## src/hdl/soc_pkg.sv

```systemverilog
// --------------------------------------------------
// Shared definitions for the SoC memory fabric
// Bus widths and the region address map
// CLINT register offsets and AXI response codes
// Address union, bus structs and boot ROM image
// --------------------------------------------------
`default_nettype none

package soc_pkg;

    // Bus geometry
    localparam int ADDR_W   = 32;
    localparam int DATA_W   = 64;
    localparam int STRB_W   = DATA_W / 8;
    localparam int REGION_W = 8;
    localparam int OFFSET_W = ADDR_W - REGION_W;

    // --------------------------------------------------
    // Address map
    // --------------------------------------------------
    localparam logic [REGION_W-1:0] ROM_REGION   = 8'h01;
    localparam logic [REGION_W-1:0] CLINT_REGION = 8'h02;
    localparam logic [REGION_W-1:0] RAM_REGION   = 8'h80;

    // CLINT register offsets, single hart
    localparam logic [OFFSET_W-1:0] MSIP_OFFSET     = 24'h000000;
    localparam logic [OFFSET_W-1:0] MTIMECMP_OFFSET = 24'h004000;
    localparam logic [OFFSET_W-1:0] MTIME_OFFSET    = 24'h00BFF8;

    // AXI response codes
    localparam logic [1:0] RESP_OKAY   = 2'b00;
    localparam logic [1:0] RESP_SLVERR = 2'b10;
    localparam logic [1:0] RESP_DECERR = 2'b11;

    // --------------------------------------------------
    // Boot image
    // --------------------------------------------------
    localparam int ROM_WORDS = 8;

    // Two instructions per word, lower one first
    // Loads the jump target from word 3 and branches to RAM
    localparam logic [DATA_W-1:0] rom_image [ROM_WORDS] = '{
        64'h02028593_00000297,  // auipc t0 / addi a1
        64'h0182b283_f1402573,  // csrr mhartid / ld t0,24(t0)
        64'h00000013_00028067,  // jr t0 / nop
        64'h00000000_80000000,  // RAM base as jump target
        64'hffdff06f_10500073,  // wfi / j back to wfi
        64'h00000013_00000013,
        64'h00000013_00000013,
        64'h00000013_00000013
    };

    // Same 32 bits seen whole or split into region and offset
    typedef union packed {
        logic [ADDR_W-1:0] raw;
        struct packed {
            logic [REGION_W-1:0] region;
            logic [OFFSET_W-1:0] offset;
        } fields;
    } soc_addr_u;

    // Master to fabric
    typedef struct packed {
        logic              aw_valid;
        logic [ADDR_W-1:0] aw_addr;
        logic              w_valid;
        logic [DATA_W-1:0] w_data;
        logic [STRB_W-1:0] w_strb;
        logic              b_ready;
        logic              ar_valid;
        logic [ADDR_W-1:0] ar_addr;
        logic              r_ready;
    } axil_req_t;

    // Fabric to master
    typedef struct packed {
        logic              aw_ready;
        logic              w_ready;
        logic              b_valid;
        logic [1:0]        b_resp;
        logic              ar_ready;
        logic              r_valid;
        logic [DATA_W-1:0] r_data;
        logic [1:0]        r_resp;
    } axil_resp_t;

    // Shared request to the targets
    typedef struct packed {
        logic                write;
        logic [OFFSET_W-1:0] offset;
        logic [DATA_W-1:0]   wdata;
        logic [STRB_W-1:0]   wstrb;
    } tgt_req_t;

endpackage

`default_nettype wire
```

## src/hdl/axi_lite_router.sv

```systemverilog
// --------------------------------------------------
// AXI4-Lite router for the memory fabric
// One transaction at a time, idle / wresp / rresp FSM
// Region decode, target valids and response codes
// Read data mux on the registered target select
// --------------------------------------------------
`timescale 1ns/10ps
`default_nettype none

module axi_lite_router (
    input  wire logic                       clk_i,
    input  wire logic                       reset_i,
    input  wire soc_pkg::axil_req_t         req_i,
    output soc_pkg::axil_resp_t             resp_o,
    output soc_pkg::tgt_req_t               tgt_req_o,
    output logic                            rom_valid_o,
    output logic                            clint_valid_o,
    output logic                            ram_valid_o,
    input  wire logic [soc_pkg::DATA_W-1:0] rom_rdata_i,
    input  wire logic [soc_pkg::DATA_W-1:0] clint_rdata_i,
    input  wire logic [soc_pkg::DATA_W-1:0] ram_rdata_i
);

    import soc_pkg::*;

    // FSM states
    localparam logic [1:0] ST_IDLE  = 2'd0;
    localparam logic [1:0] ST_WRESP = 2'd1;
    localparam logic [1:0] ST_RRESP = 2'd2;

    // Target select for the read data mux
    localparam logic [1:0] SEL_NONE  = 2'd0;
    localparam logic [1:0] SEL_ROM   = 2'd1;
    localparam logic [1:0] SEL_CLINT = 2'd2;
    localparam logic [1:0] SEL_RAM   = 2'd3;

    logic [1:0] state_q;
    logic [1:0] state_d;
    logic [1:0] sel_q;
    logic [1:0] sel_d;
    logic [1:0] resp_q;
    logic [1:0] resp_d;
    logic       wr_pend;
    logic       wr_hs;
    logic       rd_hs;
    logic       hit_rom;
    logic       hit_clint;
    logic       hit_ram;
    soc_addr_u  addr;

    // --------------------------------------------------
    // Handshake and decode
    // --------------------------------------------------
    // Write needs both channels, and wins over a read
    assign wr_pend = req_i.aw_valid && req_i.w_valid;
    assign wr_hs   = (state_q == ST_IDLE) && wr_pend;
    assign rd_hs   = (state_q == ST_IDLE) && req_i.ar_valid && !wr_pend;

    // Address of whichever channel is being served
    assign addr.raw = wr_pend ? req_i.aw_addr : req_i.ar_addr;

    assign hit_rom   = (addr.fields.region == ROM_REGION);
    assign hit_clint = (addr.fields.region == CLINT_REGION);
    assign hit_ram   = (addr.fields.region == RAM_REGION);

    always_comb begin
        sel_d  = SEL_NONE;
        resp_d = RESP_OKAY;
        if (hit_rom) begin
            sel_d = SEL_ROM;
            // Boot image is read-only
            if (wr_pend) begin
                resp_d = RESP_SLVERR;
            end
        end else if (hit_clint) begin
            sel_d = SEL_CLINT;
        end else if (hit_ram) begin
            sel_d = SEL_RAM;
        end else begin
            resp_d = RESP_DECERR;
        end
    end

    // One shared request, a valid per target
    assign tgt_req_o.write  = wr_pend;
    assign tgt_req_o.offset = addr.fields.offset;
    assign tgt_req_o.wdata  = req_i.w_data;
    assign tgt_req_o.wstrb  = req_i.w_strb;

    assign rom_valid_o   = rd_hs && hit_rom;
    assign clint_valid_o = (wr_hs || rd_hs) && hit_clint;
    assign ram_valid_o   = (wr_hs || rd_hs) && hit_ram;

    // --------------------------------------------------
    // FSM
    // --------------------------------------------------
    always_comb begin
        state_d = state_q;
        case (state_q)
            ST_IDLE: begin
                if (wr_hs) begin
                    state_d = ST_WRESP;
                end else if (rd_hs) begin
                    state_d = ST_RRESP;
                end
            end
            // Hold the response until the master takes it
            ST_WRESP: begin
                if (req_i.b_ready) begin
                    state_d = ST_IDLE;
                end
            end
            ST_RRESP: begin
                if (req_i.r_ready) begin
                    state_d = ST_IDLE;
                end
            end
            default: state_d = ST_IDLE;
        endcase
    end

    always_ff @(posedge clk_i) begin
        if (reset_i) begin
            state_q <= ST_IDLE;
            sel_q   <= SEL_NONE;
            resp_q  <= RESP_OKAY;
        end else begin
            state_q <= state_d;
            // Capture target and code at the handshake
            if (wr_hs || rd_hs) begin
                sel_q  <= sel_d;
                resp_q <= resp_d;
            end
        end
    end

    // --------------------------------------------------
    // Response channels
    // --------------------------------------------------
    always_comb begin
        resp_o.aw_ready = wr_hs;
        resp_o.w_ready  = wr_hs;
        resp_o.ar_ready = rd_hs;
        resp_o.b_valid  = (state_q == ST_WRESP);
        resp_o.b_resp   = resp_q;
        resp_o.r_valid  = (state_q == ST_RRESP);
        resp_o.r_resp   = resp_q;
        // Zero data on a decode error
        case (sel_q)
            SEL_ROM:   resp_o.r_data = rom_rdata_i;
            SEL_CLINT: resp_o.r_data = clint_rdata_i;
            SEL_RAM:   resp_o.r_data = ram_rdata_i;
            default:   resp_o.r_data = '0;
        endcase
    end

endmodule

`default_nettype wire

```

## config.mk

```make
export PLATFORM = sky130hd
export DESIGN_NAME = axi_lite_router
export DESIGN_NICKNAME = d
export VERILOG_FILES = /design/src/hdl/soc_pkg.sv /design/src/hdl/axi_lite_router.sv
export SDC_FILE = /design/constraint.sdc
export NUM_CORES = 1
export LEC_CHECK = 0
export BUFFER_PORTS_ARGS = -buffer_cell sky130_fd_sc_hd__buf_2
export CAP_MARGIN = 10
export CORE_AREA = 10 10 191 193
export CTS_CLUSTER_DIAMETER = 30
export DETAILED_ROUTE_END_ITERATION = 12
export DIE_AREA = 0 0 201 203
export PLACE_DENSITY_LB_ADDON = 0.1
export SLEW_MARGIN = 20
export SYNTH_ARGS = -nofsm -noshare
export SYNTH_HDL_FRONTEND = slang
export SYNTH_SLANG_ARGS = --single-unit
```

## constraint.sdc

```tcl
create_clock -name clk_i -period 1.4 [get_ports clk_i]
set_input_delay 0.21 -clock clk_i [delete_from_list [all_inputs] [get_ports clk_i]]
set_output_delay 0.21 -clock clk_i [all_outputs]
set_load 0.01 [all_outputs]
```

Word-level counts from Yosys, hierarchy flattened
Cells that the tools add are included.
{"block": "totals", "register_bits": 6, "latch_bits": 0, "ramBits": 0, "romBits": 0, "input_bits": 335, "output_inout_bits": 173, "word_cells": 39, "mem_count": 0}
{"block": "classes", "add_sub_neg": 0, "multipliers": 0, "n_div": 0, "magnitude_cmp": 0, "eq_ne": 11, "shift": 0, "muxes": 14, "bitwise": 0, "reduce_logical": 11}
{"cell": "64-bit one-hot mux with 3 select lines", "n": 1}
{"cell": "32-bit two-way mux", "n": 1}
{"cell": "2-bit two-way mux", "n": 11}
{"cell": "8-bit by 1-bit == test with 1-bit output (second input constant)", "n": 1}
{"cell": "8-bit by 2-bit == test with 1-bit output (second input constant)", "n": 1}
{"cell": "8-bit == test (second input constant)", "n": 1}
{"cell": "1-bit logical AND", "n": 7}
{"cell": "2-bit == test (second input constant)", "n": 3}
{"cell": "2-bit one-hot mux with 3 select lines", "n": 1}
{"cell": "2-bit by 1-bit == test with 1-bit output (second input constant)", "n": 2}
{"cell": "2-bit != test (second input constant)", "n": 2}
{"cell": "3-bit != test (second input constant)", "n": 1}
{"cell": "3-bit AND reduction", "n": 1}
{"cell": "2-bit zero test", "n": 1}
{"cell": "1-bit zero test", "n": 1}
{"cell": "1-bit logical OR", "n": 1}

Logic depth before layout (Yosys ltp)
{"block": "logic_depth", "depth_word": 6, "ltp_mapped": 6, "mapped_depth_nobuf": 5}

Least setup slack after synthesis
OpenSTA, ideal clock, no wires.
{"block": "synth_path", "path_type": "register -> output", "from": "register sel_q[0]", "to": "output port resp_o[10] in the netlist's numbering", "arrival_time_ns": 1.266, "required_ns": 1.190, "setup_slack_ns": -0.076, "stages_incl_launch_ff": 5, "path_buffers": 2, "path_cell_list": "dfxtp_1 buf_2 buf_2 mux2_2 a22o_1"}
{"element": "start: declaration", "line": "axi_lite_router.sv:39", "text": "logic [1:0] sel_q;"}
{"element": "start signal: assignment", "line": "axi_lite_router.sv:131", "text": "sel_q <= sel_d;"}
{"element": "end: declaration", "line": "axi_lite_router.sv:14", "text": "output soc_pkg::axil_resp_t resp_o,"}

==> qor.csv <==
stage,metric,value,unit
status,status,"complete, but fails checks",
status,failing checks,setup timing,
cells_and_area,final std cells w/o fill,1121,
power,Peak VDD IR,0.295,mV
synthesis,register area share after synthesis,4.34,%
synthesis,ys async rst share,0,%
min_path,hold path startpoint,req_i[34],
clock_tree,H-tree depth,1,
timing,Tcrit/Tclk final,127,%
setup_path,Worst EP arrival,1.57,ns
setup_path,CP Launch Type,register,
setup_path,Setup crit end kind,primary output,
global_routing,GR Util All Layers,9.52,%
setup_path,crit-path max FO,8,
timing,minimum clock period,1.78,ns
drt,initial DRC count,88,
timing,Final Skew,0.00132,ns
global_routing,initial antenna violation count,3,
cells_and_area,share of post-route cells with drive strength above 1,74.8,%
flow_run,Max Cap Viol,0,
global_routing,gr busiest metal,met2,
global_routing,met3 Use GR,4.68,%
placement,routability cong.,0.753,
placement,HPWL Detailed,18200,um
synthesis,number of flops mapped to enable cells by yosys,0,
floorplan,Die X,201,um
global_routing,met1 Resource Use GR,9.90,%
clock_tree,"CTS clk-pin slew, worst paths",0.03,ns
clock_tree,CTS buffer count,3,
synthesis,"Primary FF master, synth",dfxtp_1,
setup_path,crit path kind,register to primary output,
drt,WL per Instance,18.9,um
global_routing,number of global-route vias before repair,4366,
clock_tree,CTS tree,built,
synthesis,"FF+latch count, synth",6,
timing,unrepaired setup endpoints after global routing,true,
setup_path,Setup crit start,sel_q[0],
timing,Final WS setup,-0.378,ns
drt,drt total wl,21200,um
power,Power per Cell Area,297,nW/um^2
min_path,min-delay worst type,primary input to register,
clock_tree,CTS Sinks,6,
drt,DRT antenna net count,0,
drt,via count,3943,
floorplan,Core Footprint,32500,um^2
synthesis,largest area contributor in the netlist,mux2_2,
synthesis,most common cell in the netlist,buf_4,
placement,dpl cells,1105,
timing,FMAX,0.563,GHz
synthesis,syn nets,701,
global_routing,met2 usage,17.1,%
cells_and_area,# fillers,3770,
synthesis,Mapped Area,2770,um^2
placement,Port Buf Inserts,363,
floorplan,DIE HEIGHT,203,um
global_routing,total grt overflow,0,
synthesis,synth unique cells,36,
floorplan,FP Rows,66,
setup_path,Worst R2R Start,state_q[0],
drt,DR pass1 iterations,4,
floorplan,io pins,508,
drt,Residual DRC,0,
global_routing,largest net degree at the start of global routing,36,
power,LEAKAGE,2.89,nW
cells_and_area,area grow syn2layout,97.9,%
clock_tree,Worst-Skew Late Latency,0.23,ns
timing,Slew Limit Fails,0,
timing,worst hold slack,0.266,ns
cells_and_area,nets,1015,
timing,Setup TNS Final,-23.52,ns
synthesis,Synth area leaders,"mux2_2 26%, buf_4 21%, a22o_1 20%, nand2_1 9.8%, dfxtp_1 4.3%",
synthesis,YS warnings,0,
timing,"Setup violations, final",67,
clock_tree,clock root buffer,clkbuf_16,
synthesis,Post-Synthesis Cells,366,
floorplan,die area,40800,um^2
clock_tree,Max Root-Sink Buffers,2,
timing,worst slew pin tran,0.384,ns
synthesis,Mean Syn Cell Area,7.56,um^2
global_routing,first-pass GRT wire length,30100,um
drt,Avg Vias per Cell,3.52,
synthesis,share of the synthesized area in the top cell type,26.4,%
placement,dpl ws,-0.321,ns
setup_path,CP Data Required Time,1.19,ns
synthesis,Synth top cells by count,"78 x buf_4, 72 x nand2_1, 65 x mux2_2",
timing,final hold vios,0,
timing,Slew headroom,74.1,%
floorplan,Starting Density,8.53,%
==> through the flow <==
step	area (um^2)	utilization (%)	power (mW)
floorplan	2800	-	0.733
global placement	4860	15.0	1.11
detailed placement	4860	15.0	1.10
CTS	5270	16.2	1.61
global route	5480	16.9	1.76
finish	5480	16.9	1.63
==> path summary, 6_finish.rpt <==
kind                      to  slack, ns  cells past startpoint
setup / recovery  resp_o[24]      -0.38                      5
hold / removal    state_q[0]       0.27                      3
setup reg to reg   resp_q[1]       0.01                      6
hold reg to reg    resp_q[0]       0.53                      2
==> cells by family after synthesis <==
logic type	count (synthesis)	synth area share (%)
muxes	66	26.8
AOI/OAI and AO/OA	83	25.2
and+or+nand+nor	98	16.8
xor gates and xnor gates	3	0.950
buffers and inverters	110	25.9
DFF	6	4.34
==> timing repair <==
action | CTS | global route
pin swaps | 12 | 16
resized for setup | 54 | 42
hold buffers | 0 | 0
endpoints found under the setup margin | 74 | 77
endpoints found under the hold margin | 0 | 0
gates cloned | 3 | 1
buffers inserted | 9 | 3
==> critical path, stage by stage, from the launching register on <==
cell and delay, ns:
dfxtp_4 0.39, buf_12 0.16, clkbuf_16 0.16, mux2_4 0.29, a22o_1 0.21, buf_6 0.12
==> state kept, by name, summed over array words and instances, names as in the netlist <==
name	cells
state_q	2
resp_q	2
sel_q	2
==> power breakdown <==
part | switching, mW | total (mW) | internal, mW
logic | 0.409 | 0.976 | 0.567
registers | 0.0108 | 0.192 | 0.181
clock network | 0.0910 | 0.457 | 0.366
total | 0.511 | 1.63 | 1.11
==> metal layers <==
layer,share of wire [%],routed length [um]
met5,0.080,17
met4,1.5,309
met3,11,2390
met2,49,10400
met1,38,8070
==> cell type report <==
class	count	area, um^2	area share, %
tap	442	553	10.1
clock buffer	3	75.1	1.37
antenna	1	2.50	0.0457
sequential	6	128	2.33
timing repair buffer	414	2580	47.1
multi-input combinational	250	2120	38.6
inverter	5	23.8	0.434
==> cells in the final DEF (no fill, tap or decap), types with 5 or more instances in the layout <==
| cell type | n |
|---|---|
| buf_12 | 8 |
| buf_6 | 33 |
| nand2_1 | 72 |
| buf_2 | 341 |
| mux2_2 | 34 |
| a21oi_1 | 5 |
| mux2_4 | 31 |
| buf_4 | 25 |
| a22o_1 | 64 |
Note: power is estimated with default switching activity, not from simulation.
