[src/hdl/soc_pkg.sv]
// --------------------------------------------------
// Shared definitions for the SoC memory fabric
// Bus widths and the region address map
// CLINT register offsets and AXI response codes
// Address union, bus structs and boot ROM image
// --------------------------------------------------
`default_nettype none

package soc_pkg;

    // Bus geometry
    localparam int ADDR_W   = 32;
    localparam int DATA_W   = 64;
    localparam int STRB_W   = DATA_W / 8;
    localparam int REGION_W = 8;
    localparam int OFFSET_W = ADDR_W - REGION_W;

    // --------------------------------------------------
    // Address map
    // --------------------------------------------------
    localparam logic [REGION_W-1:0] ROM_REGION   = 8'h01;
    localparam logic [REGION_W-1:0] CLINT_REGION = 8'h02;
    localparam logic [REGION_W-1:0] RAM_REGION   = 8'h80;

    // CLINT register offsets, single hart
    localparam logic [OFFSET_W-1:0] MSIP_OFFSET     = 24'h000000;
    localparam logic [OFFSET_W-1:0] MTIMECMP_OFFSET = 24'h004000;
    localparam logic [OFFSET_W-1:0] MTIME_OFFSET    = 24'h00BFF8;

    // AXI response codes
    localparam logic [1:0] RESP_OKAY   = 2'b00;
    localparam logic [1:0] RESP_SLVERR = 2'b10;
    localparam logic [1:0] RESP_DECERR = 2'b11;

    // --------------------------------------------------
    // Boot image
    // --------------------------------------------------
    localparam int ROM_WORDS = 8;

    // Two instructions per word, lower one first
    // Loads the jump target from word 3 and branches to RAM
    localparam logic [DATA_W-1:0] rom_image [ROM_WORDS] = '{
        64'h02028593_00000297,  // auipc t0 / addi a1
        64'h0182b283_f1402573,  // csrr mhartid / ld t0,24(t0)
        64'h00000013_00028067,  // jr t0 / nop
        64'h00000000_80000000,  // RAM base as jump target
        64'hffdff06f_10500073,  // wfi / j back to wfi
        64'h00000013_00000013,
        64'h00000013_00000013,
        64'h00000013_00000013
    };

    // Same 32 bits seen whole or split into region and offset
    typedef union packed {
        logic [ADDR_W-1:0] raw;
        struct packed {
            logic [REGION_W-1:0] region;
            logic [OFFSET_W-1:0] offset;
        } fields;
    } soc_addr_u;

    // Master to fabric
    typedef struct packed {
        logic              aw_valid;
        logic [ADDR_W-1:0] aw_addr;
        logic              w_valid;
        logic [DATA_W-1:0] w_data;
        logic [STRB_W-1:0] w_strb;
        logic              b_ready;
        logic              ar_valid;
        logic [ADDR_W-1:0] ar_addr;
        logic              r_ready;
    } axil_req_t;

    // Fabric to master
    typedef struct packed {
        logic              aw_ready;
        logic              w_ready;
        logic              b_valid;
        logic [1:0]        b_resp;
        logic              ar_ready;
        logic              r_valid;
        logic [DATA_W-1:0] r_data;
        logic [1:0]        r_resp;
    } axil_resp_t;

    // Shared request to the targets
    typedef struct packed {
        logic                write;
        logic [OFFSET_W-1:0] offset;
        logic [DATA_W-1:0]   wdata;
        logic [STRB_W-1:0]   wstrb;
    } tgt_req_t;

endpackage

`default_nettype wire
[src/hdl/boot_rom.sv]
// --------------------------------------------------
// Boot ROM holding the package boot image
// Registered read, zero beyond the image
// --------------------------------------------------
`timescale 1ns/10ps
`default_nettype none

module boot_rom (
    input  wire logic                         clk_i,
    input  wire logic                         valid_i,
    input  wire logic [soc_pkg::OFFSET_W-1:0] offset_i,
    output logic [soc_pkg::DATA_W-1:0]        rdata_o
);

    import soc_pkg::*;

    // Word index bits into the image
    localparam int ROM_AW   = $clog2(ROM_WORDS);
    localparam int WORD_LSB = $clog2(STRB_W);

    logic [OFFSET_W-WORD_LSB-1:0] word_idx;
    logic                         in_image;
    logic [DATA_W-1:0]            rdata_q;

    // Byte offset to word index
    assign word_idx = offset_i[OFFSET_W-1:WORD_LSB];

    // Anything past the last word reads as zero
    assign in_image = (word_idx < ROM_WORDS);

    // Every request here is a read
    always_ff @(posedge clk_i) begin
        if (valid_i) begin
            if (in_image) begin
                rdata_q <= rom_image[word_idx[ROM_AW-1:0]];
            end else begin
                rdata_q <= '0;
            end
        end
    end

    // Held until the next request
    assign rdata_o = rdata_q;

endmodule

`default_nettype wire

[config.mk]
export PLATFORM = sky130hd
export DESIGN_NAME = boot_rom
export DESIGN_NICKNAME = d
export VERILOG_FILES = /design/src/hdl/soc_pkg.sv /design/src/hdl/boot_rom.sv
export SDC_FILE = /design/constraint.sdc
export NUM_CORES = 1
export LEC_CHECK = 0
export ABC_AREA = 1
export BUFFER_PORTS_ARGS = -buffer_cell sky130_fd_sc_hd__buf_2
export CAP_MARGIN = 10
export CORE_MARGIN = 2
export CORE_UTILIZATION = 41
export DETAILED_ROUTE_END_ITERATION = 8
export GPL_TIMING_DRIVEN = 0
export PLACE_DENSITY = 0.87
export SLEW_MARGIN = 15
export SYNTH_ARGS = -nofsm -noshare
export SYNTH_HDL_FRONTEND = slang
export SYNTH_SLANG_ARGS = --single-unit
[constraint.sdc]
create_clock -name clk_i -period 2.8 [get_ports clk_i]
set_clock_uncertainty 0.15 [all_clocks]
set_input_delay 0.42 -clock clk_i [delete_from_list [all_inputs] [get_ports clk_i]]
set_output_delay 0.42 -clock clk_i [all_outputs]
set_load 0.005 [all_outputs]
**Word level (Yosys, flattened, before mapping)**

Memory sizes are Yosys's and may differ from the RTL's. A register that Yosys moved wholly into a read port is not among the register bits.
Cells that the tools add are included.

- Input bits: 26
- ROM bits: 512
- Bits in registers: 0
- Output and inout bits: 64
- Memories kept: 1
- Logic and storage cells: 4

- Bitwise gates (word level): 1
- Order comparisons: 1
- Reduce and logical (&&, ||, !) cells: 1

Memory list:

| memory | depth | width | rd ports | clocked after memory_dff | write ports | RTL line | source |
|---|---|---|---|---|---|---|---|
| (no name shown) | 8 | 64 | 1 | 1 | 0 | boot_rom.sv:35 | `rdata_q <= rom_image[word_idx[ROM_AW-1:0]];` |

Operators by type and width:

| operator | number |
|---|---|
| $lt A21 B4 Y1 const B | 1 |
| $not A3 Y4 | 1 |
| $logic_not A1 Y1 | 1 |

**Logic depth before layout (Yosys ltp)**

Gate-level depths: netlist (run 1).

- Depth after elaboration: 2
- Gate-level depth with buffers: 7
- Depth with buffers taken out: 7

**Least setup slack after synthesis (run 1)**

OpenSTA, ideal clock, no wires.

- Kind: flip-flop to output port
- From: register rdata_o[62] (netlist name)
- To: output rdata_o[34] (netlist name)
- Arrival: 0.759 ns
- Data required time: 2.230 ns
- Setup slack: 1.471 ns
- Cell stages (with the launch flop): 2
- Path through: edfxtp_1 > buf_4

RTL lines:

| what | RTL line | source |
|---|---|---|
| end: declaration | boot_rom.sv:12 | `output logic [soc_pkg::DATA_W-1:0] rdata_o` |

==> parameters.txt, run 1 <==
Parameter                              Value

Timing
  Clock period minus final worst setup slack ... 1.78 ns
  Upper clock frequency limit ... between 0.5 and 0.6 GHz
  Least setup slack across all paths after layout ... between 1 and 1.5 ns
  Final period util ... a little under two thirds
  Number of hold violations in the final report ... 0
  Setup repair after global routing missed its margin ... false
  Min Hold Slack ... about 0.32 ns
  Final setup viols ... 0
  Setup TNS after final layout ... 0 ns
  Final-report max-slew violation count ... 0

CTS
  Clock root buffer ... sky130_fd_sc_hd__clkbuf_4
  Total clock sinks ... 14
  Total CTS buffers ... 3
  TritonCTS clock tree ... built
  Quantity of gates resized following cts ... 0
  Register clock-pin slew on the reported worst setup and hold paths ... 0.08 ns
  H-tree depth ... 1
  Quantity of hold-fixing buffers added after cts ... 0
  Buffers inserted during post-CTS setup optimization ... 0
  Bufs on Longest Clock Path ... 2

Worst setup path
  Maximum fanout encountered on the critical timing path ... 17
  Highest cell delay on the worst timing path ... 0.64 ns
  Startpoint types ... flop
  Critical Path End Type ... output pin
  Data arrival time of the critical path ... 1.21 ns
  Cell with the largest stage delay on the worst path ... sky130_fd_sc_hd__edfxtp_1
  Critical path required time ... 2.23 ns
  Classification of the worst setup path ... flop to output pin
  Critical path, cell by cell ... buf_4, buf_2

Layout
  Number of standard cells in the final layout excluding fillers ... 231
  Net count, final ... 232
  Fill cell instance count of the final layout ... 227
  Fraction of layout instances using a drive strength above 1 ... around 65%
  P&R area growth vs syn ... 44.6%
  Flip-flop count of the largest register after layout ... 14
  Antenna diode count ... 0

Yosys
  Cell count after synthesis ... 112
  Yosys cell types ... 17
  Register area share after synthesis ... 39.7%
  Ys flop type ... sky130_fd_sc_hd__edfxtp_1
  Average instance area after synthesis ... roughly 9.5 sq um
  Warning count from the yosys run ... 0
  FF+latch count, synth ... 14
  Number of enable-type register cells in the synthesized netlist ... 14
  Cell area after synthesis ... 1060 sq um
  Post-synthesis async set-or-reset flop share ... 0%

Job
  Number of max-capacitance violations reported ... 0

Floorplan
  Total Die Area ... 3010 sq um
  Core Footprint ... 2450 sq um
  Die Width ... 54.8 um
  Number of placed I/O pins ... 90
  Initial Utilization ... 43.2%
  Std-Cell Rows ... 18
  Height of the die ... 54.8 um

Global routing
  Number of global-route vias before repair ... 648
  Aggregate global-route resource usage ... around an eighth
  Antenna violations before repair ... 0
  Total grt overflow ... 0
  Global-route wire length before repair ... around 2500 um
  Maximum number of pins on one net before global-route repair ... 18

Detailed routing
  Total iterations of the first detailed-routing run ... 5
  Via-per-instance ratio ... 3.87
  Drt initial violations ... 9
  Residual DRC count ... 0
  Via count ... 893
  Final wirelength ... 1900 um
  Wire per inst ... 8.22 um
  Number of nets with antenna violations after detailed routing ... 0

Pwr
  Power density over the cells ... ~320 nW/um^2
  Leak Pwr ... 0.000886 uW
  Power after layout ... 488 uW
  Maximum ir drop on the vdd rail ... 0.000200 V

Placement
  Number of buffers inserted by port buffering ... just over 70
  Number of placed instances with taps included ... roughly 230
  GP Congestion ... slightly above 0.7
  DP Worst Slack ... 1.28 ns
  Sum of net half-perimeters after detailed placement ... 1670 um

Outcome
  Status ... finished clean

Hold path
  Min-Delay Path Class ... primary input to flop
[cells in the mapped netlist (2+ instances only)]
cell type | count | area (sq um)
sky130_fd_sc_hd__a21oi_1 | 3 | 15.0
sky130_fd_sc_hd__buf_4 | 50 | 375
sky130_fd_sc_hd__edfxtp_1 | 14 | 420
sky130_fd_sc_hd__ha_1 | 4 | 50.1
sky130_fd_sc_hd__inv_1 | 8 | 30.0
sky130_fd_sc_hd__nand2_1 | 6 | 22.5
sky130_fd_sc_hd__nand3_1 | 3 | 15.0
sky130_fd_sc_hd__nor2_1 | 13 | 48.8
sky130_fd_sc_hd__nor2_4 | 2 | 22.5
sky130_fd_sc_hd__nor3_1 | 2 | 10.0
[cell type report]
class                           instances  area (sq um)  share of cell area, %
Sequential cell                        14           420                   27.4
Buffer                                 50           375                   24.5
Clock inverter                          1          3.75                  0.245
Multi-Input combinational cell         52           279                   18.2
Clock buffer                            3          22.5                   1.47
Inverter                                9          33.8                   2.20
Timing Repair Buffer                   72           360                   23.5
Tap cell                               30          37.5                   2.45
[critical path: cells and delay by family (launching register included)]
kind                   cells  cell delay [ns]
flip-flops                 1             0.64
buffers and inverters      2             0.30
[metal layers]
metal  up-vias  share of wire, %  wire [um]  GRT usage (%)
met5         -                 0          0              0
met4         0               1.0         19           5.00
met3         3                16        304           2.46
met2        68                48        914           22.4
met1       355                35        659           11.8
li1        467                 -          -              -
[cell families after synthesis]
group | after synthesis | synth area share (%)
AND/OR/NAND/NOR | 31 | 15.2
adder cells (fa/ha/maj) | 4 | 4.72
flip-flops | 14 | 39.7
AO/OA/AOI/OAI | 3 | 1.42
buffers and inverters | 59 | 38.6
other | 1 | 0.354
[final timing paths]
check,slack [ns],cells after the start,start,to
setup / recovery,1.02,2,rdata_o[62],rdata_o[59]
hold / removal,0.32,2,offset_i[5],rdata_o[42]
[through the flow]
step                util (%)  cell area [sq um]
floorplan                  -               1110
global placement        61.4               1510
detailed placement      61.4               1510
CTS                     62.4               1530
global route            62.4               1530
finish                  62.4               1530
[layout by cell type (no fill, tap or decap)]
cell and instances:
sky130_fd_sc_hd__nand4_1 1, sky130_fd_sc_hd__edfxtp_1 14, sky130_fd_sc_hd__buf_2 72, sky130_fd_sc_hd__nand3_4 1, sky130_fd_sc_hd__conb_1 14, sky130_fd_sc_hd__ha_1 4, sky130_fd_sc_hd__nor2_1 13, sky130_fd_sc_hd__nand2_2 1
sky130_fd_sc_hd__inv_1 8, sky130_fd_sc_hd__a21oi_1 3, sky130_fd_sc_hd__inv_2 1, sky130_fd_sc_hd__nor3_1 2, sky130_fd_sc_hd__buf_4 50, sky130_fd_sc_hd__nor2_2 1, sky130_fd_sc_hd__clkinv_1 1, sky130_fd_sc_hd__nor2_4 2
sky130_fd_sc_hd__and2_1 1, sky130_fd_sc_hd__nand2_1 6, sky130_fd_sc_hd__clkbuf_4 3, sky130_fd_sc_hd__nand3_1 3
[report_power, final]
group	internal [uW]	switching, uW	total (uW)	leakage, uW
logic	81.3	48.0	129	0.000738
clock network	51.6	58.0	110	0.0000154
registers	240	8.43	249	0.000133
total	373	114	488	0.000886
No activity file was read; power rests on OpenSTA's default activity.
==> inputs of run 2 (changes only) <==
CORE_UTILIZATION = 34   (was 41)
PLACE_DENSITY = 0.77   (was 0.87)
clock period = 1.5 ns   (was 2.8 ns; I/O delays follow)
==> run 2 against run 1 <==
  * Combinational power grew 93%
  * Critical path depth grew 1
  * Via count shrank 1.0%
  * Critical endpoint is now rdata_o[38]
  * Highest routed layer unchanged
==> parameters.txt, run 2 (synthesized netlist as in run 1, its figures left out) <==
Parameter                              Value

Layout
  Flip-flop count of the largest register after layout ... 14
  P&R area growth vs syn ... 46.9%
  Most common cell after layout, fill and taps aside ... sky130_fd_sc_hd__buf_2
  Final Util ... roughly half
  Most frequent cells in the layout ... sky130_fd_sc_hd__buf_2, sky130_fd_sc_hd__buf_4, sky130_fd_sc_hd__conb_1, sky130_fd_sc_hd__edfxtp_1, sky130_fd_sc_hd__nor2_1
  Fraction of layout instances using a drive strength above 1 ... 65.3%
  Number of standard cells in the final layout excluding fillers ... about 240
  Antenna diode count ... 0
  Net count, final ... ~230

CTS
  Total CTS buffers ... 3
  Total clock sinks ... 14
  Clock root buffer ... sky130_fd_sc_hd__clkbuf_4
  Quantity of gates resized following cts ... 0
  TritonCTS clock tree ... built
  H-tree depth ... 1
  Register clock-pin slew on the reported worst setup and hold paths ... 0.08 ns
  Quantity of hold-fixing buffers added after cts ... 0
  Bufs on Longest Clock Path ... 2

Timing
  Final setup viols ... 0
  Final period util ... a little over nine tenths
  Number of hold violations in the final report ... 0
  Clock period minus final worst setup slack ... roughly 1.5 ns
  Upper clock frequency limit ... 0.676 GHz
  Least setup slack across all paths after layout ... approximately 0.020 ns
  Setup repair after global routing missed its margin ... true
  Final-report max-slew violation count ... 0

Detailed routing
  Number of nets with antenna violations after detailed routing ... 0
  Drt initial violations ... 15
  Total iterations of the first detailed-routing run ... 2
  Via count ... a little under 900
  Residual DRC count ... 0
  Final wirelength ... 1800 um
  Wire per inst ... 7.68 um
  Via-per-instance ratio ... ~3.8

Placement
  Sum of net half-perimeters after detailed placement ... 1580 um
  DP Worst Slack ... about 0.15 ns
  Number of placed instances with taps included ... 230
  GP Congestion ... just under 0.7
  Number of buffers inserted by port buffering ... just over 70

Worst setup path
  Classification of the worst setup path ... flop to output pin
  Data arrival time of the critical path ... 1.10 ns
  Maximum fanout encountered on the critical timing path ... 17
  Critical Path End Type ... output pin
  Critical path required time ... 1.12 ns
  Startpoint types ... flop

Hold path
  Min-Delay Path Class ... primary input to flop
  WHS Path Cells ... 2
  Worst hold endpoint ... rdata_o[42]
  Hold Crit Start ... offset_i[5]

Global routing
  Maximum number of pins on one net before global-route repair ... 18
  Number of global-route vias before repair ... 665
  Total grt overflow ... 0
  Antenna violations before repair ... 0
  Aggregate global-route resource usage ... about a tenth
  Global-route wire length before repair ... ~2700 um

Floorplan
  Core Footprint ... roughly 3000 sq um
  Number of placed I/O pins ... 90
  Std-Cell Rows ... 20
  Die Width ... 59.8 um
  Initial Utilization ... 35.3%
  Height of the die ... roughly 60 um
  Total Die Area ... around 3600 sq um

Pwr
  Power after layout ... 922 uW
  Power density over the cells ... 592 nW/um^2
  Leak Pwr ... 0.000895 uW
  Maximum ir drop on the vdd rail ... ~0.00024 V

Outcome
  Status ... finished clean

Job
  Number of max-capacitance violations reported ... 0
-- run 2: changes by cell type in the layout (fill, tap and decap cells not counted) --
cell and delta:
sky130_fd_sc_hd__buf_12 +1
-- run 2: cell type report --
cell class | instances | area (sq um)
Fill cell | 299 | 1450
Sequential cell | 14 | 420
Timing Repair Buffer | 73 | 380
Buffer | 50 | 375
Multi-Input combinational cell | 52 | 279
Tap cell | 33 | 41.3
Inverter | 9 | 33.8
Clock buffer | 3 | 22.5
Clock inverter | 1 | 3.75
-- run 2: routing by layer --
layer	global-route usage (%)	routed length [um]	vias up	share of wire (%)
met5	0	0	-	0
met4	7.62	55	0	3.0
met3	0.433	179	5	9.9
met2	18.5	897	50	50
met1	10.1	671	359	37
li1	-	-	470	-
-- run 2: power by group --
part	total, uW	internal [uW]	switching (uW)
Sequential	460	448	12.0
Clock	213	96.5	116
Combinational	249	157	92.3
-- run 2: per-stage QoR --
step                      TNS, ns  area, sq um  hold slack (ns)
after global routing       -0.215         1560            0.115
after floorplan                 0         1110            0.187
final                           0         1560            0.116
after detailed placement        0         1510            0.410
after CTS                       0         1560            0.111
after global placement          0         1510            0.407
-- run 2: worst max-delay path by stage --
stage,startpoint,end,slack [ns]
2_1_floorplan,rdata_o[62],rdata_o[34],0.37
3_3_place_gp,offset_i[3],rdata_o[56],0.17
3_5_place_dp,offset_i[3],rdata_o[56],0.15
4_1_cts,rdata_o[62],rdata_o[38],0.02
5_1_grt,rdata_o[62],rdata_o[48],-0.02
6_report,rdata_o[62],rdata_o[38],0.02
-- run 2: timing repair --
item / 4_1_cts / 5_1_grt
endpoints found under the setup margin: 17 / 16
buffers inserted: 1 / 0
hold endpoints to repair: 0 / 0
-- run 2: critical path, stage by stage, from the launching register on --
cell,delay (ns)
sky130_fd_sc_hd__edfxtp_1,0.42
sky130_fd_sc_hd__buf_12,0.17
sky130_fd_sc_hd__buf_4,0.12
sky130_fd_sc_hd__buf_2,0.11
