**src/hdl/soc_pkg.sv**
```systemverilog
// --------------------------------------------------
// Shared definitions for the SoC memory fabric
// Bus widths and the region address map
// CLINT register offsets and AXI response codes
// Address union, bus structs and boot ROM image
// --------------------------------------------------
`default_nettype none

package soc_pkg;

    // Bus geometry
    localparam int ADDR_W   = 32;
    localparam int DATA_W   = 64;
    localparam int STRB_W   = DATA_W / 8;
    localparam int REGION_W = 8;
    localparam int OFFSET_W = ADDR_W - REGION_W;

    // --------------------------------------------------
    // Address map
    // --------------------------------------------------
    localparam logic [REGION_W-1:0] ROM_REGION   = 8'h01;
    localparam logic [REGION_W-1:0] CLINT_REGION = 8'h02;
    localparam logic [REGION_W-1:0] RAM_REGION   = 8'h80;

    // CLINT register offsets, single hart
    localparam logic [OFFSET_W-1:0] MSIP_OFFSET     = 24'h000000;
    localparam logic [OFFSET_W-1:0] MTIMECMP_OFFSET = 24'h004000;
    localparam logic [OFFSET_W-1:0] MTIME_OFFSET    = 24'h00BFF8;

    // AXI response codes
    localparam logic [1:0] RESP_OKAY   = 2'b00;
    localparam logic [1:0] RESP_SLVERR = 2'b10;
    localparam logic [1:0] RESP_DECERR = 2'b11;

    // --------------------------------------------------
    // Boot image
    // --------------------------------------------------
    localparam int ROM_WORDS = 8;

    // Two instructions per word, lower one first
    // Loads the jump target from word 3 and branches to RAM
    localparam logic [DATA_W-1:0] rom_image [ROM_WORDS] = '{
        64'h02028593_00000297,  // auipc t0 / addi a1
        64'h0182b283_f1402573,  // csrr mhartid / ld t0,24(t0)
        64'h00000013_00028067,  // jr t0 / nop
        64'h00000000_80000000,  // RAM base as jump target
        64'hffdff06f_10500073,  // wfi / j back to wfi
        64'h00000013_00000013,
        64'h00000013_00000013,
        64'h00000013_00000013
    };

    // Same 32 bits seen whole or split into region and offset
    typedef union packed {
        logic [ADDR_W-1:0] raw;
        struct packed {
            logic [REGION_W-1:0] region;
            logic [OFFSET_W-1:0] offset;
        } fields;
    } soc_addr_u;

    // Master to fabric
    typedef struct packed {
        logic              aw_valid;
        logic [ADDR_W-1:0] aw_addr;
        logic              w_valid;
        logic [DATA_W-1:0] w_data;
        logic [STRB_W-1:0] w_strb;
        logic              b_ready;
        logic              ar_valid;
        logic [ADDR_W-1:0] ar_addr;
        logic              r_ready;
    } axil_req_t;

    // Fabric to master
    typedef struct packed {
        logic              aw_ready;
        logic              w_ready;
        logic              b_valid;
        logic [1:0]        b_resp;
        logic              ar_ready;
        logic              r_valid;
        logic [DATA_W-1:0] r_data;
        logic [1:0]        r_resp;
    } axil_resp_t;

    // Shared request to the targets
    typedef struct packed {
        logic                write;
        logic [OFFSET_W-1:0] offset;
        logic [DATA_W-1:0]   wdata;
        logic [STRB_W-1:0]   wstrb;
    } tgt_req_t;

endpackage

`default_nettype wire
```
**src/hdl/clint_timer.sv**
```systemverilog
// --------------------------------------------------
// Core-local interruptor for a single hart
// Free-running mtime, mtimecmp and msip registers
// Registered timer and software interrupt outputs
// --------------------------------------------------
`timescale 1ns/10ps
`default_nettype none

module clint_timer (
    input  wire logic                  clk_i,
    input  wire logic                  reset_i,
    input  wire logic                  valid_i,
    input  wire soc_pkg::tgt_req_t     req_i,
    output logic [soc_pkg::DATA_W-1:0] rdata_o,
    output logic                       timer_irq_o,
    output logic                       ipi_o
);

    import soc_pkg::*;

    logic [DATA_W-1:0]   mtime_q;
    logic [DATA_W-1:0]   mtimecmp_q;
    logic                msip_q;
    logic                timer_irq_q;
    logic                ipi_q;
    logic [DATA_W-1:0]   rdata_q;
    logic [OFFSET_W-1:0] word_off;
    logic                wr_en;
    logic                rd_en;
    logic                sel_msip;
    logic                sel_cmp;
    logic                sel_mtime;

    // --------------------------------------------------
    // Register decode
    // --------------------------------------------------
    // Drop the byte lane bits
    assign word_off = req_i.offset & ~(OFFSET_W'(STRB_W - 1));

    assign wr_en = valid_i && req_i.write;
    assign rd_en = valid_i && !req_i.write;

    assign sel_msip  = (word_off == MSIP_OFFSET);
    assign sel_cmp   = (word_off == MTIMECMP_OFFSET);
    assign sel_mtime = (word_off == MTIME_OFFSET);

    // --------------------------------------------------
    // Timer state and interrupts
    // --------------------------------------------------
    always_ff @(posedge clk_i) begin
        if (reset_i) begin
            mtime_q     <= '0;
            // Compare value parked at the top so no early irq
            mtimecmp_q  <= '1;
            msip_q      <= 1'b0;
            timer_irq_q <= 1'b0;
            ipi_q       <= 1'b0;
        end else begin
            // RTC is the system clock
            mtime_q     <= mtime_q + 1'b1;
            timer_irq_q <= (mtime_q >= mtimecmp_q);
            ipi_q       <= msip_q;
            // Only bit 0 of msip is implemented
            if (wr_en && sel_msip && req_i.wstrb[0]) begin
                msip_q <= req_i.wdata[0];
            end
            // Byte lanes of mtimecmp
            if (wr_en && sel_cmp) begin
                for (int b = 0; b < STRB_W; b++) begin
                    if (req_i.wstrb[b]) begin
                        mtimecmp_q[8*b +: 8] <= req_i.wdata[8*b +: 8];
                    end
                end
            end
        end
    end

    // Read port, mtime is read-only
    always_ff @(posedge clk_i) begin
        if (rd_en) begin
            if (sel_msip) begin
                rdata_q <= {{(DATA_W-1){1'b0}}, msip_q};
            end else if (sel_cmp) begin
                rdata_q <= mtimecmp_q;
            end else if (sel_mtime) begin
                rdata_q <= mtime_q;
            end else begin
                rdata_q <= '0;
            end
        end
    end

    assign rdata_o     = rdata_q;
    assign timer_irq_o = timer_irq_q;
    assign ipi_o       = ipi_q;

endmodule

`default_nettype wire

```
**config.mk**
```make
export PLATFORM = sky130hd
export DESIGN_NAME = clint_timer
export DESIGN_NICKNAME = d
export VERILOG_FILES = /design/src/hdl/soc_pkg.sv /design/src/hdl/clint_timer.sv
export SDC_FILE = /design/constraint.sdc
export NUM_CORES = 1
export LEC_CHECK = 0
export CAP_MARGIN = 15
export CORE_ASPECT_RATIO = 0.8
export CORE_UTILIZATION = 64
export DETAILED_ROUTE_END_ITERATION = 7
export DONT_BUFFER_PORTS = 1
export PLACE_DENSITY = 0.83
export SLEW_MARGIN = 10
export SYNTH_ARGS = -nofsm -noshare
export SYNTH_HDL_FRONTEND = slang
export SYNTH_SLANG_ARGS = --single-unit
```
**constraint.sdc**
```tcl
create_clock -name clk_i -period 4.5 [get_ports clk_i]
set_input_delay 0.675 -clock clk_i [delete_from_list [all_inputs] [get_ports clk_i]]
set_output_delay 0.675 -clock clk_i [all_outputs]
set_load 0.01 [all_outputs]
```
# Word-level counts from Yosys, hierarchy flattened
# Cells that the tools add are included.
[classes] order_cmp=1 div_mod_pow=0 reduce_logical=15 n_addsub=1 bitwise=0 eq_ne=2 multipliers=0 n_mux=3 shifts=0
[ops] operator="$mux W64" n=2
[ops] operator="$add A64 B1 Y64 const B" n=1
[ops] operator="$ge A64 B64 Y1" n=1
[ops] operator="$logic_not A24 Y1" n=1
[ops] operator="$eq A21 B12 Y1 const B" n=1
[ops] operator="$eq A21 B13 Y1 const B" n=1
[ops] operator="$reduce_and A2 Y1" n=8
[ops] operator="$logic_and A1 B1 Y1" n=5
[ops] operator="$logic_not A1 Y1" n=1
[ops] operator="$mux W1" n=1
[word_totals] latch_bits=0 output_inout_bits=66 mem_bits_ro=0 memories=0 wordCells=36 register_bits=195 input_bits=100 ramBits=0

# Longest topological paths before layout
# Gate-level depths: netlist of the first run.
[depth] word_depth=4 depth_mapped=8 mapped_depth_nobuf=8

# Worst setup path after synthesis of the first run
# OpenSTA, ideal clock, no wires.
[synth_timing] kind="input-to-reg" start="input req_i[96] in the netlist's numbering" end="register rdata_q[0], in the netlist rdata_o[0], enable pin" required_time_ns=4.005 path_stages=1 setup_slack_ns=0.468 setup_ns=0.495 n_path_buf=0 arrival_time_ns=3.537 path_cell_list="nor2b_1"
[synth_between] elab_chain_len=2
[synth_lines] element="start, declared" line="clint_timer.sv:13" source="input wire soc_pkg::tgt_req_t req_i,"
[synth_lines] element="$logic_not A1 Y1" line="clint_timer.sv:41" source="assign rd_en = valid_i && !req_i.write;"
[synth_lines] element="$logic_and A1 B1 Y1" line="clint_timer.sv:41"
[synth_lines] element="end signal, assigned" line="clint_timer.sv:82" source="rdata_q <= {{(DATA_W-1){1'b0}}, msip_q};"
[synth_lines] element="end signal, assigned" line="clint_timer.sv:84" source="rdata_q <= mtimecmp_q;"
[synth_lines] element="end signal, assigned" line="clint_timer.sv:86" source="rdata_q <= mtime_q;"
[synth_lines] element="end, declared" line="clint_timer.sv:26" source="logic [DATA_W-1:0] rdata_q;"
# Every way passes these cells.
# A chain may end at the register's enable or synchronous reset.

# Worst setup path in the final report of the first run
[layout_timing] start="register mtime_q[7]" end="register timer_irq_q, in the netlist timer_irq_o"
[layout_between] elab_chain_len=1
[layout_lines] element="start, declared" line="clint_timer.sv:21" source="logic [DATA_W-1:0] mtime_q;"
[layout_lines] element="start signal, assigned" line="clint_timer.sv:60" source="mtime_q <= mtime_q + 1'b1;"
[layout_lines] element="$ge A64 B64 Y1" line="clint_timer.sv:61" source="timer_irq_q <= (mtime_q >= mtimecmp_q);"
[layout_lines] element="end signal, assigned" line="clint_timer.sv:61"
[layout_lines] element="end, declared" line="clint_timer.sv:24" source="logic timer_irq_q;"
# Every way passes these cells.

==> results of run 1 <==
sequential cells by signal, indices dropped and copies added, names as in the netlist:
signal       flops
ipi_o            1
msip_q           1
mtime_q         64
mtimecmp_q      64
rdata_o         64
timer_irq_o      1
power breakdown:
group          total (mW)  leakage [nW]  switching, mW  internal, mW
Clock                1.48         0.281          0.623         0.861
Sequential           1.86          1.67         0.0203          1.84
Combinational      0.0345          2.25         0.0261       0.00842
Total                3.37          4.20          0.670          2.70
per-layer routing:
layer,global-route usage (%),vias to the layer above,part of all wire [%]
met5,0,-,0
met2,41.1,258,43
met3,6.22,26,6.8
li1,-,3415,-
met4,9.36,0,1.4
met1,40.1,3295,48
worst max-delay path by stage:
stage               slack [ns]        endpoint
global route              1.56     mtime_q[32]
finish                    1.76     timer_irq_o
floorplan                 0.47      rdata_o[0]
CTS                       1.79     mtime_q[63]
global placement          1.57  mtimecmp_q[21]
detailed placement        1.53  mtimecmp_q[22]
cell type report:
class                   count  share of cell area (%)
clock buffers              23                    4.70
clock inverters             8                    1.01
inverters                  82                    3.03
multi-input cells         629                    43.7
flip-flops and latches    195                    44.7
well taps                 184                    2.26
repair buffers              8                   0.591
cells in the final DEF, fill, tap and decap left out, drive strengths merged, types with 2 or more instances in the layout:
cell,n
nand2,100
nor4,32
a221o,2
and2,3
clkinv,4
inv,83
nor3,19
buf,8
clkbuf,23
a22o,63
edfxtp,64
a211oi,2
a2111oi,2
o21ai,19
or3,10
nand4,25
and3,2
a21o,4
o211ai,64
or4,3
ha,65
a21oi,33
nor2,71
bufinv,2
nor2b,6
xor2,10
nand3,27
and4,12
dfxtp,131
xnor2,44
mux2i,2
cells by family after synthesis:
logic type	Yosys count	share of synthesized area, %
AND/OR/NAND/NOR	312	17.7
AO/OA/AOI/OAI	195	15.0
flip-flops	195	47.8
buffers and inverters	131	5.67
adder cells (fa/ha/maj)	65	8.55
XOR/XNOR	54	4.97
multiplexers	3	0.329
==> summary.txt, run 1 <==
Failing checks: design-rule violations
Number of antenna diodes: 0
Layout overhead on the synthesized area: 6.95%
Top cells by count, synth: dfxtp_1, nand2_1, inv_1
Fin area: 0.0102 mm^2
Layout Nets: 1098
Setup violations, final: 0
Post-Route WL: 20600 um
Global-route wire length before repair: 33200 um
Type of the most critical hold path: primary input to flop
Pre-CTS setup slack: 1.53 ns
Placed wire-length estimate: 14300 um
Setup tns final: 0 ns
Launch instance of the worst min-delay path: reset_i
Cell total after placement: 1098
Worst clock skew: 0.00881 ns
Summed instance area of the synthesized netlist: 0.00951 mm^2
Unrepaired setup endpoints after global routing: no
Instance count on the critical path: 7
Number of global-route vias before repair: 6528
Instance count along the most critical hold path: 1
Worst setup slack after layout: 1.76 ns
Worst Hold Path EP: mtime_q[45]
Dominant register cell in the synthesized netlist: dfxtp_1
GRT Total Usage: 27.8%
Measured slew at the worst slew-check pin: 1.16 ns
Area of combinational cells with multiple inputs: 0.00444 mm^2
Kind of start point of the critical path: flop
CTS tree: built
Fraction of final layout cells sized beyond drive strength 1: 6.24%
Sequential Area: 0.00454 mm^2
Share of flip-flops with an asynchronous set or reset after synthesis: 0%
Result of the run: finished with violations
CP max-delay cell: a2111oi_0
Clock latency of the later-clocked register in the worst-skew pair: 0.43 ns
Launch point of the worst path: mtime_q[7]
Horizontal die dimension: 138 um
Maximum number of pins on one net before global-route repair: 69
Flop and latch count out of synthesis: 195
Inserted Clock Buffers: 17
Endpoint required time on the critical path: 4.77 ns
DRT antenna net count: 0
Worst reg2reg path startpoint: mtime_q[7]
Depth of the worst register-to-register path: 7
RePlAce Congestion: 0.803
Post-synthesis cell type count: 48
Largest area contributor in the synthesized netlist: dfxtp_1
Layout fillers: 1030
Clock input transition at the sequential cells of the worst setup and hold paths: 0.07 ns
Pwr Density: 332 mW/mm^2
Total DRC errors in the routed layout: 28
Critical path class: flop to flop
Quantity of I/O buffers inserted on ports: 0
Non-filler cells in the finished layout: 1129
Synth area leaders: dfxtp_1, edfxtp_1, ha_1
Die boundary height: 111 um
Buffer type at the clock tree root: clkbuf_16
Crit path buffers/inverters: 0
Most common cell in the synthesized netlist: dfxtp_1
Number of optimization iterations in the first detailed-route pass: 7
Post-CTS setup-driven buffer insertion count: 0
Peak ir drop on the vdd network: 0.000259 V
Top fanout value on the critical path: 7
Hold Vio Cnt, Final: 0
EDFF count, synth: 64
Maximum clock path buffer count: 2
Yosys top cell area share: 27.6%
Post-cts sizing count: 0
Cell count after synthesis: 955
Via count normalized by instance count: 6.19
Crit path top cell by count: o21ai_0
Worst path top cell family by delay: compound AO/OA/AOI/OAI gates
WL/cell: 18.2 um
Synthesized net count: 1120
Data arrival at the endpoint of the critical path: 3.01 ns
Critical path's largest stage delay: 0.64 ns
Post-layout util: 70.6%
Max_cap viols: 0
Shortest period the worst path allows: 2.74 ns
Number of top-level pins: 166
Initial antenna violation count: 0
Share of the yosys chip area belonging to registers: 47.8%
Worst relative slew slack: 22.2%
Achievable frequency: 365 MHz
Starting density of the core: 66.0%
Reg2reg setup slack: 1.76 ns
Tot Pwr: 3.37 mW
Pins Over Slew Limit: 0
Vias post-DR: 6994
Total cell area at the placement stage: 0.00959 mm^2
Number of cell rows: 39
Iteration-0 DRC count of the detailed router: 536
Final worst path period share: 60.8%
Core Box Area: 0.0144 mm^2
Die Footprint: 0.0153 mm^2
Total grt overflow: 0
Nature of the critical path endpoint: flop
Post-Synthesis Mean Instance Area: 9.95 um^2
Clock Sinks: 195
H-tree depth: 4
Static leakage: 4.20 nW
Crit path cell chain: ha_1, a21oi_1, o21ai_0, a221o_1, o31a_1, a2111oi_0, o21ai_0
Warnings from Yosys: 0
Capture point of the worst reg-to-reg path: timer_irq_o
Number of hold-repair buffers added at the cts stage: 0
Final hold slack: 0.313 ns
No activity file was read; power rests on OpenSTA's default activity.
==> inputs of run 2 (changes only) <==
==> constraint.sdc (replaced) <==
create_clock -name clk_i -period 2.8 [get_ports clk_i]
set_input_delay 0.42 -clock clk_i [delete_from_list [all_inputs] [get_ports clk_i]]
set_output_delay 0.42 -clock clk_i [all_outputs]
set_load 0.01 [all_outputs]
==> summary.txt, run 2 (same netlist as run 1, synthesis figures left out) <==
Result of the run: finished with violations (unchanged)
Type of the most critical hold path: primary input to flop (unchanged)
Number of optimization iterations in the first detailed-route pass: 8 (was 7)
Total cell area at the placement stage: 0.00970 mm^2 (was 0.00959 mm^2)
Core Box Area: 0.0144 mm^2 (unchanged)
Critical path class: flop to flop (unchanged)
Total DRC errors in the routed layout: 28 (unchanged)
Layout Nets: 1110 (was 1098)
Crit path cell chain: ha_1, nand4_1, nor4_1, a21boi_0, o31a_1, a2111oi_0, buf_4, o21ai_0 (was ha_1, a21oi_1, o21ai_0, a221o_1, o31a_1, a2111oi_0, o21ai_0)
Placed wire-length estimate: 14800 um (was 14300 um)
Setup tns final: 0 ns (unchanged)
Buffer type at the clock tree root: clkbuf_16 (unchanged)
Clock latency of the later-clocked register in the worst-skew pair: 0.44 ns (was 0.43 ns)
Die boundary height: 111 um (unchanged)
Measured slew at the worst slew-check pin: 0.739 ns (was 1.16 ns)
Static leakage: 4.26 nW (was 4.20 nW)
Worst clock skew: 0.0112 ns (was 0.00881 ns)
Endpoint required time on the critical path: 3.16 ns (was 4.77 ns)
Unrepaired setup endpoints after global routing: no (unchanged)
Post-Route WL: 21500 um (was 20600 um)
H-tree depth: 4 (unchanged)
Nature of the critical path endpoint: flop (unchanged)
Fraction of final layout cells sized beyond drive strength 1: 7.83% (was 6.24%)
CP max-delay cell: nor4_1 (was a2111oi_0)
Failing checks: design-rule violations (unchanged)
Reg2reg setup slack: 0.32 ns (was 1.76 ns)
Horizontal die dimension: 138 um (unchanged)
Crit path buffers/inverters: 1 (was 0)
Post-CTS setup-driven buffer insertion count: 0 (unchanged)
Inserted Clock Buffers: 17 (unchanged)
GRT Total Usage: 28.7% (was 27.8%)
Die Footprint: 0.0153 mm^2 (unchanged)
Clock input transition at the sequential cells of the worst setup and hold paths: 0.07 ns (about the same)
Number of global-route vias before repair: 6724 (was 6528)
Maximum number of pins on one net before global-route repair: 69 (unchanged)
Number of antenna diodes: 0 (unchanged)
Final worst path period share: 88.5% (was 60.8%)
Pins Over Slew Limit: 0 (unchanged)
Number of cell rows: 39 (unchanged)
Layout fillers: 1014 (was 1030)
Hold Vio Cnt, Final: 0 (unchanged)
Shortest period the worst path allows: 2.48 ns (was 2.74 ns)
Quantity of I/O buffers inserted on ports: 0 (unchanged)
Data arrival at the endpoint of the critical path: 2.84 ns (was 3.01 ns)
Achievable frequency: 403 MHz (was 365 MHz)
Layout overhead on the synthesized area: 7.99% (was 6.95%)
CTS tree: built (unchanged)
RePlAce Congestion: 0.807 (was 0.803)
Non-filler cells in the finished layout: 1142 (was 1129)
Max_cap viols: 0 (unchanged)
Pwr Density: 526 mW/mm^2 (was 332 mW/mm^2)
Kind of start point of the critical path: flop (unchanged)
Cell total after placement: 1110 (was 1098)
Initial antenna violation count: 0 (unchanged)
Critical path's largest stage delay: 0.71 ns (was 0.64 ns)
Peak ir drop on the vdd network: 0.000427 V (was 0.000259 V)
Iteration-0 DRC count of the detailed router: 573 (was 536)
Clock Sinks: 195 (unchanged)
Most common cell after layout, fill and taps aside: dfxtp_1 (unchanged)
Number of top-level pins: 166 (unchanged)
Via count normalized by instance count: 6.22 (was 6.19)
WL/cell: 18.8 um (was 18.2 um)
Top fanout value on the critical path: 6 (was 7)
Vias post-DR: 7101 (was 6994)
Starting density of the core: 66.0% (unchanged)
Sequential Area: 0.00454 mm^2 (unchanged)
Total grt overflow: 0 (unchanged)
Post-layout util: 71.3% (was 70.6%)
Fin area: 0.0103 mm^2 (was 0.0102 mm^2)
DRT antenna net count: 0 (unchanged)
Worst relative slew slack: 50.3% (was 22.2%)
Area of combinational cells with multiple inputs: 0.00444 mm^2 (unchanged)
Most frequent cells in the layout: dfxtp_1, nand2_1, inv_1 (unchanged)
Maximum clock path buffer count: 2 (unchanged)
Setup violations, final: 0 (unchanged)
Global-route wire length before repair: 34400 um (was 33200 um)
Worst path top cell family by delay: simple AND/OR/NAND/NOR gates (was compound AO/OA/AOI/OAI gates)
Post-cts sizing count: 0 (unchanged)
Number of hold-repair buffers added at the cts stage: 0 (unchanged)
run 2: layout make-up:
type,count,share of cell area [%]
sequential,195,44.3
multi-input combinational,629,43.3
tap,184,2.24
clock inverter,14,1.22
inverter,82,3.00
timing repair buffer,20,1.71
clock buffer,18,4.28
run 2: routing by layer:
metal  vias up  global-route usage, %  part of all wire [%]
li1       3447                      -                     -
met1      3314                   41.2                    46
met2       310                   43.3                    44
met3        30                   6.26                   8.9
met4         0                   8.91                   1.2
met5         -                      0                     0
run 2: final timing paths:
| path | start | to | cells after the start |
|---|---|---|---|
| worst max-delay path | mtime_q[14] | timer_irq_o | 8 |
| worst min-delay path | reset_i | mtime_q[44] | 1 |
| worst max register to register | mtime_q[14] | timer_irq_o | 8 |
| worst min register to register | mtime_q[0] | mtime_q[0] | 1 |
run 2: per-stage QoR:
| stage | setup WS, ns | power, mW | hold slack (ns) |
|---|---|---|---|
| final | 0.321 | 5.40 | 0.0456 |
| after global routing | 0.117 | 5.54 | 0.0434 |
| after global placement | 0.373 | 3.10 | 0.458 |
| after detailed placement | 0.346 | 3.10 | 0.467 |
| after CTS | 0.330 | 5.42 | 0.0340 |
| after floorplan | 0.269 | 3.09 | 0.441 |
run 2: power breakdown:
part | internal [mW] | total [mW] | switching [mW] | leakage, nW
sequential | 2.95 | 2.98 | 0.0321 | 1.67
combinational | 0.0163 | 0.0590 | 0.0427 | 2.32
clock | 1.26 | 2.36 | 1.10 | 0.275
total | 4.22 | 5.40 | 1.17 | 4.26
